### src/include/ex_params.svh
`ifndef EX_PARAMS_SVH
`define EX_PARAMS_SVH

// Datapath width of the core
`define EX_XLEN 32

// Register file address width
`define EX_RF_AW 5

// Multiplier cycles from accept to result in EX/WB
`define EX_MUL_LAT 2

// One restoring step per quotient bit
`define EX_DIV_STEPS 32

`endif

### src/rtl/ex_op_pkg.sv
`default_nettype none

package ex_op_pkg;

  // Functional unit that serves the instruction in EX
  typedef enum logic [1:0] {
    UNIT_ALU = 2'd0,
    UNIT_MUL = 2'd1,
    UNIT_DIV = 2'd2,
    UNIT_CSR = 2'd3
  } unit_sel_e;

  // ALU operators, compare group in the upper half
  typedef enum logic [3:0] {
    ALU_ADD  = 4'd0,
    ALU_SUB  = 4'd1,
    ALU_AND  = 4'd2,
    ALU_OR   = 4'd3,
    ALU_XOR  = 4'd4,
    ALU_SLL  = 4'd5,
    ALU_SRL  = 4'd6,
    ALU_SRA  = 4'd7,
    ALU_SLT  = 4'd8,
    ALU_SLTU = 4'd9,
    ALU_EQ   = 4'd10,
    ALU_NE   = 4'd11,
    ALU_LT   = 4'd12,
    ALU_GE   = 4'd13,
    ALU_LTU  = 4'd14,
    ALU_GEU  = 4'd15
  } alu_op_e;

  // Multiplier operators
  typedef enum logic [1:0] {
    MUL_MUL    = 2'd0,
    MUL_MULH   = 2'd1,
    MUL_MULHSU = 2'd2,
    MUL_MULHU  = 2'd3
  } mul_op_e;

  // Divider operators
  typedef enum logic [1:0] {
    DIV_DIV  = 2'd0,
    DIV_DIVU = 2'd1,
    DIV_REM  = 2'd2,
    DIV_REMU = 2'd3
  } div_op_e;

endpackage

`default_nettype wire

### src/rtl/ex_pipe_pkg.sv
`default_nettype none

`include "ex_params.svh"

package ex_pipe_pkg;

  // EX/WB pipeline register, 72 bits
  typedef struct packed {
    logic                 instr_valid;
    logic                 rf_we;
    logic [`EX_RF_AW-1:0] rf_waddr;
    logic [`EX_XLEN-1:0]  rf_wdata;
    // Set by an illegal CSR access
    logic                 illegal_insn;
    logic [`EX_XLEN-1:0]  pc;
  } ex_wb_pipe_t;

  // Bubble with no write
  localparam ex_wb_pipe_t EX_WB_RESET = '0;

endpackage

`default_nettype wire

### src/rtl/ex_issue_if.sv
`timescale 1ns/1ps
`default_nettype none

`include "ex_params.svh"

interface ex_issue_if import ex_op_pkg::*; ();

  // Handshake
  logic                 valid;
  logic                 ready;

  // Unit select and operators of each unit
  unit_sel_e            unit;
  alu_op_e              alu_op;
  mul_op_e              mul_op;
  div_op_e              div_op;

  // Operands
  logic [`EX_XLEN-1:0]  op_a;
  logic [`EX_XLEN-1:0]  op_b;

  // Destination and program counter
  logic [`EX_RF_AW-1:0] rf_waddr;
  logic                 rf_we;
  logic [`EX_XLEN-1:0]  pc;

  // Issuing side, holds all fields while valid and not ready
  modport src (
    output valid, unit, alu_op, mul_op, div_op, op_a, op_b, rf_waddr, rf_we, pc,
    input  ready
  );

  // Execute stage side
  modport dst (
    input  valid, unit, alu_op, mul_op, div_op, op_a, op_b, rf_waddr, rf_we, pc,
    output ready
  );

endinterface

`default_nettype wire

### src/rtl/ex_alu.sv
`timescale 1ns/1ps
`default_nettype none

`include "ex_params.svh"

module ex_alu import ex_op_pkg::*; (
  input  alu_op_e             operator_i,
  input  logic [`EX_XLEN-1:0] operand_a_i,
  input  logic [`EX_XLEN-1:0] operand_b_i,
  output logic [`EX_XLEN-1:0] result_o,
  output logic                cmp_result_o
);

  logic                sub_en;
  logic [`EX_XLEN-1:0] adder_b;
  logic [`EX_XLEN-1:0] adder_res;
  logic [4:0]          shamt;
  logic                is_eq;
  logic                is_lt_s;
  logic                is_lt_u;

  // Shared adder, subtract by inverting b and carrying in one
  assign sub_en    = (operator_i == ALU_SUB);
  assign adder_b   = sub_en ? ~operand_b_i : operand_b_i;
  assign adder_res = operand_a_i + adder_b + {{(`EX_XLEN-1){1'b0}}, sub_en};

  // Shift amount from the low five bits of b
  assign shamt = operand_b_i[4:0];

  // Comparator
  assign is_eq   = (operand_a_i == operand_b_i);
  assign is_lt_s = ($signed(operand_a_i) < $signed(operand_b_i));
  assign is_lt_u = (operand_a_i < operand_b_i);

  // Compare result, also the branch decision
  always_comb begin
    case (operator_i)
      ALU_EQ:             cmp_result_o = is_eq;
      ALU_NE:             cmp_result_o = !is_eq;
      ALU_SLT, ALU_LT:    cmp_result_o = is_lt_s;
      ALU_GE:             cmp_result_o = !is_lt_s;
      ALU_SLTU, ALU_LTU:  cmp_result_o = is_lt_u;
      ALU_GEU:            cmp_result_o = !is_lt_u;
      default:            cmp_result_o = 1'b0;
    endcase
  end

  // Result select
  always_comb begin
    case (operator_i)
      ALU_ADD, ALU_SUB: result_o = adder_res;
      ALU_AND:          result_o = operand_a_i & operand_b_i;
      ALU_OR:           result_o = operand_a_i | operand_b_i;
      ALU_XOR:          result_o = operand_a_i ^ operand_b_i;
      ALU_SLL:          result_o = operand_a_i << shamt;
      ALU_SRL:          result_o = operand_a_i >> shamt;
      ALU_SRA:          result_o = $unsigned($signed(operand_a_i) >>> shamt);
      // Set-less-than and branch compares write the flag zero-extended
      default:          result_o = {{(`EX_XLEN-1){1'b0}}, cmp_result_o};
    endcase
  end

endmodule

`default_nettype wire

### src/rtl/ex_mult.sv
`timescale 1ns/1ps
`default_nettype none

`include "ex_params.svh"

module ex_mult import ex_op_pkg::*; (
  input  logic                clk,
  input  logic                rst_n,
  input  mul_op_e             operator_i,
  input  logic [`EX_XLEN-1:0] op_a_i,
  input  logic [`EX_XLEN-1:0] op_b_i,
  input  logic                valid_i,
  output logic                ready_o,
  output logic                valid_o,
  input  logic                ready_i,
  output logic [`EX_XLEN-1:0] result_o
);

  logic                    sign_a;
  logic                    sign_b;
  logic signed [`EX_XLEN:0] a_ext;
  logic signed [`EX_XLEN:0] b_ext;
  logic signed [2*`EX_XLEN+1:0] prod_full;
  logic [2*`EX_XLEN-1:0]   prod_q;
  logic                    hi_sel_q;
  logic                    busy_q;

  // Sign modes: mulh both signed, mulhsu only a, mulhu and mul none
  assign sign_a = (operator_i == MUL_MULH) || (operator_i == MUL_MULHSU);
  assign sign_b = (operator_i == MUL_MULH);

  // 33-bit operands
  assign a_ext = $signed({sign_a & op_a_i[`EX_XLEN-1], op_a_i});
  assign b_ext = $signed({sign_b & op_b_i[`EX_XLEN-1], op_b_i});

  // Full signed product of the extended operands
  assign prod_full = a_ext * b_ext;

  // Stage one holds a product until it is handed downstream
  // A dropped instruction clears the stage
  always_ff @(posedge clk or negedge rst_n) begin
    if (!rst_n) begin
      busy_q <= 1'b0;
    end else if (!valid_i) begin
      busy_q <= 1'b0;
    end else if (!busy_q) begin
      busy_q <= 1'b1;
    end else if (ready_i) begin
      busy_q <= 1'b0;
    end
  end

  // Product and word select, loaded on accept
  always_ff @(posedge clk) begin
    if (valid_i && !busy_q) begin
      prod_q   <= prod_full[2*`EX_XLEN-1:0];
      hi_sel_q <= (operator_i != MUL_MUL);
    end
  end

  // Stage two, word select
  assign result_o = hi_sel_q ? prod_q[2*`EX_XLEN-1:`EX_XLEN] : prod_q[`EX_XLEN-1:0];
  assign valid_o  = busy_q;

  // Low while accepting and while a product waits downstream
  assign ready_o = busy_q ? ready_i : !valid_i;

endmodule

`default_nettype wire

### src/rtl/ex_div.sv
`timescale 1ns/1ps
`default_nettype none

`include "ex_params.svh"

module ex_div import ex_op_pkg::*; (
  input  logic                clk,
  input  logic                rst_n,
  input  div_op_e             operator_i,
  input  logic [`EX_XLEN-1:0] op_a_i,
  input  logic [`EX_XLEN-1:0] op_b_i,
  input  logic                valid_i,
  output logic                ready_o,
  output logic                valid_o,
  input  logic                ready_i,
  output logic [`EX_XLEN-1:0] result_o
);

  typedef enum logic [1:0] {IDLE, RUN, DONE} div_state_e;

  div_state_e          state_q;
  logic [5:0]          cnt_q;
  logic                last_step;
  logic                signed_op;
  logic                a_neg;
  logic                b_neg;
  logic [`EX_XLEN-1:0] divisor_q;
  logic [`EX_XLEN-1:0] quo_q;
  logic [`EX_XLEN-1:0] rem_q;
  logic                rem_sel_q;
  logic                q_neg_q;
  logic                r_neg_q;
  logic [`EX_XLEN:0]   shifted;
  logic [`EX_XLEN:0]   diff;
  logic [`EX_XLEN-1:0] quo_fix;
  logic [`EX_XLEN-1:0] rem_fix;

  assign signed_op = (operator_i == DIV_DIV) || (operator_i == DIV_REM);
  assign a_neg     = signed_op & op_a_i[`EX_XLEN-1];
  assign b_neg     = signed_op & op_b_i[`EX_XLEN-1];
  assign last_step = (cnt_q == 6'(`EX_DIV_STEPS - 1));

  // Restoring step: shift in next dividend bit, try subtract
  assign shifted = {rem_q, quo_q[`EX_XLEN-1]};
  assign diff    = shifted - {1'b0, divisor_q};

  ////////////////////////////////////////////////////////////////////
  // Control FSM
  ////////////////////////////////////////////////////////////////////

  always_ff @(posedge clk or negedge rst_n) begin
    if (!rst_n) begin
      state_q <= IDLE;
      cnt_q   <= '0;
    end else begin
      case (state_q)
        IDLE: begin
          if (valid_i) begin
            state_q <= RUN;
            cnt_q   <= '0;
          end
        end
        RUN: begin
          // Killed or halted mid-run, start over later
          if (!valid_i) begin
            state_q <= IDLE;
          end else if (last_step) begin
            state_q <= DONE;
          end else begin
            cnt_q <= cnt_q + 6'd1;
          end
        end
        DONE: begin
          if (!valid_i || ready_i) begin
            state_q <= IDLE;
          end
        end
        default: state_q <= IDLE;
      endcase
    end
  end

  ////////////////////////////////////////////////////////////////////
  // Datapath
  ////////////////////////////////////////////////////////////////////

  always_ff @(posedge clk) begin
    if (state_q == IDLE && valid_i) begin
      // Work on magnitudes
      quo_q     <= a_neg ? -op_a_i : op_a_i;
      divisor_q <= b_neg ? -op_b_i : op_b_i;
      rem_q     <= '0;
      rem_sel_q <= (operator_i == DIV_REM) || (operator_i == DIV_REMU);
      // Zero divisor keeps the all-ones quotient unsigned
      q_neg_q   <= (a_neg ^ b_neg) && (op_b_i != '0);
      r_neg_q   <= a_neg;
    end else if (state_q == RUN) begin
      quo_q <= {quo_q[`EX_XLEN-2:0], ~diff[`EX_XLEN]};
      rem_q <= diff[`EX_XLEN] ? shifted[`EX_XLEN-1:0] : diff[`EX_XLEN-1:0];
    end
  end

  // Sign fix; overflow case falls out as quotient equal to dividend
  assign quo_fix  = q_neg_q ? -quo_q : quo_q;
  assign rem_fix  = r_neg_q ? -rem_q : rem_q;
  assign result_o = rem_sel_q ? rem_fix : quo_fix;

  assign valid_o = (state_q == DONE);
  assign ready_o = (state_q == IDLE) ? !valid_i : ((state_q == DONE) && ready_i);

endmodule

`default_nettype wire

### src/rtl/ex_stage.sv
`timescale 1ns/1ps
`default_nettype none

`include "ex_params.svh"

module ex_stage import ex_op_pkg::*; import ex_pipe_pkg::*; (
  input  logic                clk,
  input  logic                rst_n,
  ex_issue_if.dst             issue,
  input  logic [`EX_XLEN-1:0] csr_rdata_i,
  input  logic                csr_illegal_i,
  input  logic                kill_i,
  input  logic                halt_i,
  input  logic                wb_ready_i,
  output ex_wb_pipe_t         ex_wb_pipe_o,
  output logic                branch_decision_o
);

  logic                instr_valid;
  logic                mul_en;
  logic                div_en;
  logic                csr_illegal;
  logic [`EX_XLEN-1:0] mul_op_a;
  logic [`EX_XLEN-1:0] mul_op_b;
  logic [`EX_XLEN-1:0] div_op_a;
  logic [`EX_XLEN-1:0] div_op_b;
  logic [`EX_XLEN-1:0] alu_result;
  logic                alu_cmp;
  logic [`EX_XLEN-1:0] mul_result;
  logic                mul_ready;
  logic                mul_valid;
  logic [`EX_XLEN-1:0] div_result;
  logic                div_ready;
  logic                div_valid;
  logic [`EX_XLEN-1:0] ex_wdata;
  logic                ex_valid;

  // Instruction counts only when neither killed nor halted
  assign instr_valid = issue.valid && !kill_i && !halt_i;

  // Unit enables and operand gating
  assign mul_en   = instr_valid && (issue.unit == UNIT_MUL);
  assign div_en   = instr_valid && (issue.unit == UNIT_DIV);
  assign mul_op_a = mul_en ? issue.op_a : '0;
  assign mul_op_b = mul_en ? issue.op_b : '0;
  assign div_op_a = div_en ? issue.op_a : '0;
  assign div_op_b = div_en ? issue.op_b : '0;

  // Illegal flag only matters for CSR reads
  assign csr_illegal = csr_illegal_i && (issue.unit == UNIT_CSR);

  ////////////////////////////////////////////////////////////////////
  // Functional units
  ////////////////////////////////////////////////////////////////////

  ex_alu u_alu (
    .operator_i   (issue.alu_op),
    .operand_a_i  (issue.op_a),
    .operand_b_i  (issue.op_b),
    .result_o     (alu_result),
    .cmp_result_o (alu_cmp)
  );

  ex_mult u_mult (
    .clk        (clk),
    .rst_n      (rst_n),
    .operator_i (issue.mul_op),
    .op_a_i     (mul_op_a),
    .op_b_i     (mul_op_b),
    .valid_i    (mul_en),
    .ready_o    (mul_ready),
    .valid_o    (mul_valid),
    .ready_i    (wb_ready_i),
    .result_o   (mul_result)
  );

  ex_div u_div (
    .clk        (clk),
    .rst_n      (rst_n),
    .operator_i (issue.div_op),
    .op_a_i     (div_op_a),
    .op_b_i     (div_op_b),
    .valid_i    (div_en),
    .ready_o    (div_ready),
    .valid_o    (div_valid),
    .ready_i    (wb_ready_i),
    .result_o   (div_result)
  );

  assign branch_decision_o = alu_cmp;

  // Write data by unit
  always_comb begin
    case (issue.unit)
      UNIT_MUL: ex_wdata = mul_result;
      UNIT_DIV: ex_wdata = div_result;
      UNIT_CSR: ex_wdata = csr_rdata_i;
      default:  ex_wdata = alu_result;
    endcase
  end

  // ALU and CSR finish in the cycle they are presented
  always_comb begin
    case (issue.unit)
      UNIT_MUL: ex_valid = instr_valid && mul_valid;
      UNIT_DIV: ex_valid = instr_valid && div_valid;
      default:  ex_valid = instr_valid;
    endcase
  end

  // Kill frees EX at once, halt holds it
  assign issue.ready = kill_i || (mul_ready && div_ready && wb_ready_i && !halt_i);

  ////////////////////////////////////////////////////////////////////
  // EX/WB register
  ////////////////////////////////////////////////////////////////////

  always_ff @(posedge clk or negedge rst_n) begin
    if (!rst_n) begin
      ex_wb_pipe_o <= EX_WB_RESET;
    end else if (ex_valid && wb_ready_i) begin
      ex_wb_pipe_o.instr_valid  <= 1'b1;
      // Illegal CSR access writes nothing
      ex_wb_pipe_o.rf_we        <= issue.rf_we && !csr_illegal;
      ex_wb_pipe_o.rf_waddr     <= issue.rf_waddr;
      ex_wb_pipe_o.rf_wdata     <= ex_wdata;
      ex_wb_pipe_o.illegal_insn <= csr_illegal;
      ex_wb_pipe_o.pc           <= issue.pc;
    end else if (wb_ready_i) begin
      // Bubble, no write and no flag
      ex_wb_pipe_o.instr_valid  <= 1'b0;
      ex_wb_pipe_o.rf_we        <= 1'b0;
      ex_wb_pipe_o.illegal_insn <= 1'b0;
    end
  end

endmodule

`default_nettype wire

### src/rtl/ex_top.sv
`timescale 1ns/1ps
`default_nettype none

`include "ex_params.svh"

module ex_top import ex_op_pkg::*; import ex_pipe_pkg::*; (
  input  logic                 clk,
  input  logic                 rst_n,
  // Issue from decode
  input  logic                 issue_valid_i,
  output logic                 issue_ready_o,
  input  logic [1:0]           issue_unit_i,
  input  logic [3:0]           issue_op_i,
  input  logic [`EX_XLEN-1:0]  issue_op_a_i,
  input  logic [`EX_XLEN-1:0]  issue_op_b_i,
  input  logic [`EX_RF_AW-1:0] issue_rd_i,
  input  logic                 issue_we_i,
  input  logic [`EX_XLEN-1:0]  issue_pc_i,
  // CSR read path and controller
  input  logic [`EX_XLEN-1:0]  csr_rdata_i,
  input  logic                 csr_illegal_i,
  input  logic                 kill_i,
  input  logic                 halt_i,
  // Writeback
  input  logic                 wb_ready_i,
  output logic                 wb_valid_o,
  output logic                 wb_we_o,
  output logic [`EX_RF_AW-1:0] wb_rd_o,
  output logic [`EX_XLEN-1:0]  wb_wdata_o,
  output logic                 wb_illegal_o,
  output logic [`EX_XLEN-1:0]  wb_pc_o,
  output logic                 branch_decision_o
);

  ex_wb_pipe_t ex_wb_pipe;

  ex_issue_if issue_if ();

  // Pack issue ports, op field cast per unit
  assign issue_if.valid    = issue_valid_i;
  assign issue_if.unit     = unit_sel_e'(issue_unit_i);
  assign issue_if.alu_op   = alu_op_e'(issue_op_i);
  assign issue_if.mul_op   = mul_op_e'(issue_op_i[1:0]);
  assign issue_if.div_op   = div_op_e'(issue_op_i[1:0]);
  assign issue_if.op_a     = issue_op_a_i;
  assign issue_if.op_b     = issue_op_b_i;
  assign issue_if.rf_waddr = issue_rd_i;
  assign issue_if.rf_we    = issue_we_i;
  assign issue_if.pc       = issue_pc_i;
  assign issue_ready_o     = issue_if.ready;

  ex_stage u_ex_stage (
    .clk               (clk),
    .rst_n             (rst_n),
    .issue             (issue_if.dst),
    .csr_rdata_i       (csr_rdata_i),
    .csr_illegal_i     (csr_illegal_i),
    .kill_i            (kill_i),
    .halt_i            (halt_i),
    .wb_ready_i        (wb_ready_i),
    .ex_wb_pipe_o      (ex_wb_pipe),
    .branch_decision_o (branch_decision_o)
  );

  // Unpack EX/WB
  assign wb_valid_o   = ex_wb_pipe.instr_valid;
  assign wb_we_o      = ex_wb_pipe.rf_we;
  assign wb_rd_o      = ex_wb_pipe.rf_waddr;
  assign wb_wdata_o   = ex_wb_pipe.rf_wdata;
  assign wb_illegal_o = ex_wb_pipe.illegal_insn;
  assign wb_pc_o      = ex_wb_pipe.pc;

endmodule

`default_nettype wire

### config.mk
export PLATFORM = sky130hd
export DESIGN_NAME = ex_top
export DESIGN_NICKNAME = d
export VERILOG_FILES = /design/src/rtl/ex_op_pkg.sv /design/src/rtl/ex_pipe_pkg.sv /design/src/rtl/ex_issue_if.sv /design/src/rtl/ex_alu.sv /design/src/rtl/ex_mult.sv /design/src/rtl/ex_div.sv /design/src/rtl/ex_stage.sv /design/src/rtl/ex_top.sv
export VERILOG_INCLUDE_DIRS = /design/src /design/src/include
export SDC_FILE = /design/constraint.sdc
export NUM_CORES = 2
export LEC_CHECK = 0
export ABC_AREA = 1
export BUFFER_PORTS_ARGS = -buffer_cell sky130_fd_sc_hd__clkbuf_2
export CORE_MARGIN = 2
export CORE_UTILIZATION = 40
export CTS_CLUSTER_SIZE = 25
export DETAILED_ROUTE_END_ITERATION = 8
export GPL_ROUTABILITY_DRIVEN = 1
export GPL_TIMING_DRIVEN = 0
export SETUP_SLACK_MARGIN = 0.4
export SYNTH_ARGS = -nofsm -noshare
export SYNTH_HDL_FRONTEND = slang
export SYNTH_SLANG_ARGS = --single-unit
### constraint.sdc
create_clock -name clk -period 19.6 [get_ports clk]
set_clock_uncertainty 0.15 [all_clocks]
set_input_delay 4.9 -clock clk [delete_from_list [all_inputs] [get_ports clk]]
set_output_delay 4.9 -clock clk [all_outputs]
set_load 0.05 [all_outputs]
==> impl_metrics.tcl <==
set metrics [dict create \
    status "finished with violations" \
    violations "capacitance limit, slew limit" \
    clock_latency_ns 0.59 \
    drtIter0Drc 7527 \
    coreArea_sq_um 156000 \
    p_comb_share_pct 62.5 \
    clockBufferDepth 3 \
    internal_power_uw 1480 \
    cp_slowest_stage_delay_ns 1.23 \
    tritoncts "built" \
    synthArstFlopShare_pct 33.1 \
    place_congestion 1.10 \
    initial_core_util_pct 40.3 \
    hold_end "u_ex_stage.ex_wb_pipe_o[23]" \
    cap_violations 14 \
    final_common_cell "nand2_1" \
    p_leak_uw 0.0337 \
    syn_avg_cell_area_sq_um 7.46 \
    yosysSeqAreaShare_pct 10.5 \
    hold_class "flop to flop" \
    rows 145 \
    die_y_microns 401 \
    vias 62741 \
    grt_pass1_vias 63580 \
    endpoint_kind "flop" \
    critPathMostFrequentCell "fa_1" \
    grt_first_pass_wirelength_microns 505000 \
    synth-edff-count 132 \
    root_buffer "clkbuf_16" \
    io_pins 221 \
    r2r_slack_ns 16.34 \
    fmax_ghz 0.0581 \
    area_growth_pct 7.72 \
    yosysWarnings 0 \
    p_clk_share_pct 15.9 \
    grt-ovfl-total 0 \
    setup_tns_ns 0 \
    fin_total_pwr_uw 3350 \
    yosys.cell_types.count 66 \
    finalSetupViolCount 0 \
    grt_max_degree 55 \
    wl_met1_microns 132000 \
    fin_nets 10378 \
    hold_start "u_ex_stage.ex_wb_pipe_o[23]" \
    post_cts_resized 0 \
    numClockSinks 245 \
    synth_nets 10117 \
    synthCells 8459 \
    cp_max_fo 11 \
    viasPerCell 5.80 \
    port_buffers 219 \
    finalHoldViolCount 0 \
    grt_usage_pct 45.7 \
    route.met3.wl_microns 38500 \
    drtAntennaViolNets 0 \
    rsz0062_at_grt "no" \
    p_per_area_nw_per_um2 49.3 \
    vdd_ir_drop_max_uv 62.4 \
    synth_flop_cell "edfxtp_1" \
    drv_slew 132 \
    drive_gt1_share_pct 5.70 \
    wl_microns 369000 \
    cp_data_arrival_time_ns 17.34 \
    die-area_sq_um 161000 \
    cp.required_ns 19.74 \
    wl_per_cell_microns 34.1 \
    ctsHtreeMaxLevel 1 \
    swShare_pct 55.9 \
    postLayoutCellArea_sq_um 67900 \
    power_switching_uw 1870 \
    final_core_util_pct 43.4 \
    slew_headroom_pct -10.9 \
    worst_r2r_path_depth 16 \
    period_share_pct 87.7 \
    cp_top_family "adder cells" \
    top_layer "met5" \
    period_needed_ns 17.20 \
    path_buf_inv 11 \
    r2r_start "u_ex_stage.u_div.quo_q[31]" \
    ys_ff_latch 245 \
    start_kind "primary input" \
    whs_path_depth 2 \
    antenna_found_initial 29 \
    crit_start "issue_unit_i[1]" \
    seqPwrFrac_pct 21.6 \
    clkSlewWorstSetupHoldPaths_ns 0.06 \
    final_cell_mix "nand2_1, inv_1, fa_1" \
    slowest_stage "fa_1" \
    wl_met2_microns 155000 \
    worst_pin_slew_ns 1.66 \
    die_x_microns 401 \
    hpwlAfterDp_microns 306000 \
    post_cts_buffers 0 \
    worstReg2RegEnd "u_ex_stage.u_div.rem_q[29]" \
    firstDrtPassIters 6 \
    cts-hold-fix-buffers 0 \
    place_area_sq_um 66900 \
    numCtsBuffers 29 \
    synth_area_sq_um 63100 \
    drc 0 \
    path_class "primary input to flop" \
]
worst min-delay path, delay by kind of cell, from the launching register on:
family | cells | cell delay [ns]
flops | 1 | 0.34
simple gates | 2 | 0.10
cell type report:
| cell class | instances | area [sq um] |
|---|---|---|
| diodes | 20 | 50.0 |
| plain buffers | 327 | 1440 |
| clock buffers | 36 | 762 |
| clock inverters | 18 | 153 |
| fillers | 16695 | 88400 |
| inverters | 1658 | 6220 |
| multi-input cells | 6229 | 48800 |
| flip-flops and latches | 245 | 6630 |
| well taps | 2058 | 2570 |
| repair buffers | 230 | 1290 |
metal layers:
layer  vias to the layer above  GRT usage (%)
met5                         -          0.535
li1                      26263              -
met2                      3797           67.4
met1                     31546           53.8
met4                        20           42.1
met3                      1115           12.8
through the flow:
stage	instances	worst slack (ns)	hold WS [ns]
final	10821	2.40	0.327
after global routing	10804	2.33	0.352
after CTS	10800	2.54	0.331
after detailed placement	10746	1.98	0.315
after global placement	10736	1.69	0.313
after floorplan	8459	4.74	0.292
flip-flops by register name (all words and copies together), names as in the netlist:
register / count
u_ex_stage.u_div.state_q: 2
u_ex_stage.u_mult.prod_q: 64
u_ex_stage.u_div.r_neg_q: 1
u_ex_stage.u_div.q_neg_q: 1
u_ex_stage.u_div.cnt_q: 6
u_ex_stage.u_div.quo_q: 32
u_ex_stage.u_div.divisor_q: 32
u_ex_stage.u_div.rem_q: 32
u_ex_stage.ex_wb_pipe_o: 72
u_ex_stage.u_div.rem_sel_q: 1
u_ex_stage.u_mult.valid_o: 1
u_ex_stage.u_mult.hi_sel_q: 1
how the worst max path moves through the flow:
stage	endpoint	slack, ns	cells past startpoint
3_3_place_gp	u_ex_stage.u_mult.prod_q[59]	1.69	31
6_report	u_ex_stage.u_mult.prod_q[59]	2.40	29
2_1_floorplan	issue_ready_o	4.74	8
4_1_cts	u_ex_stage.u_mult.prod_q[59]	2.54	29
5_1_grt	u_ex_stage.u_mult.prod_q[61]	2.33	29
3_5_place_dp	u_ex_stage.u_mult.prod_q[59]	1.98	29
power by group through the flow:
stage | logic [uW] | clock network [uW] | registers (uW)
final | 2090 | 533 | 726
after global routing | 2240 | 560 | 730
after CTS | 2030 | 539 | 722
after detailed placement | 2020 | 0 | 731
after global placement | 2020 | 0 | 731
after floorplan | 1140 | 0 | 814
kinds of logic after synthesis:
family	share of synthesized area, %
xor gates and xnor gates	2.35
muxes	0.0952
adders and majority gates	43.4
and+or+nand+nor	23.6
AOI/OAI and AO/OA	7.92
DFF	10.5
buffers and inverters	12.1
synth_stat cells, drive strengths merged (3+ instances only):
| cell type | instances | area, sq um |
|---|---|---|
| a211oi | 8 | 60.1 |
| a21boi | 10 | 78.8 |
| a21o | 17 | 128 |
| a21oi | 328 | 1640 |
| a221oi | 16 | 140 |
| a31oi | 20 | 125 |
| and2 | 6 | 37.5 |
| and3 | 5 | 31.3 |
| buf | 126 | 674 |
| clkbuf | 201 | 754 |
| clkinv | 20 | 75.1 |
| dfrtp | 81 | 2030 |
| dfxtp | 32 | 641 |
| edfxtp | 132 | 3960 |
| fa | 1127 | 22600 |
| ha | 384 | 4800 |
| inv | 1638 | 6150 |
| mux2i | 6 | 60.1 |
| nand2 | 2091 | 7930 |
| nand3 | 396 | 2010 |
| nand3b | 18 | 135 |
| nand4 | 52 | 325 |
| nor2 | 1002 | 3930 |
| nor3 | 57 | 317 |
| nor4 | 7 | 50.1 |
| o2111ai | 3 | 26.3 |
| o211ai | 53 | 398 |
| o21a | 17 | 128 |
| o21ai | 361 | 1820 |
| o21bai | 28 | 210 |
| o221ai | 8 | 70.1 |
| o22ai | 13 | 81.3 |
| o31ai | 3 | 22.5 |
| or2 | 14 | 87.6 |
| xnor2 | 51 | 447 |
| xor2 | 118 | 1030 |
(Power assumes the default switching activity.)
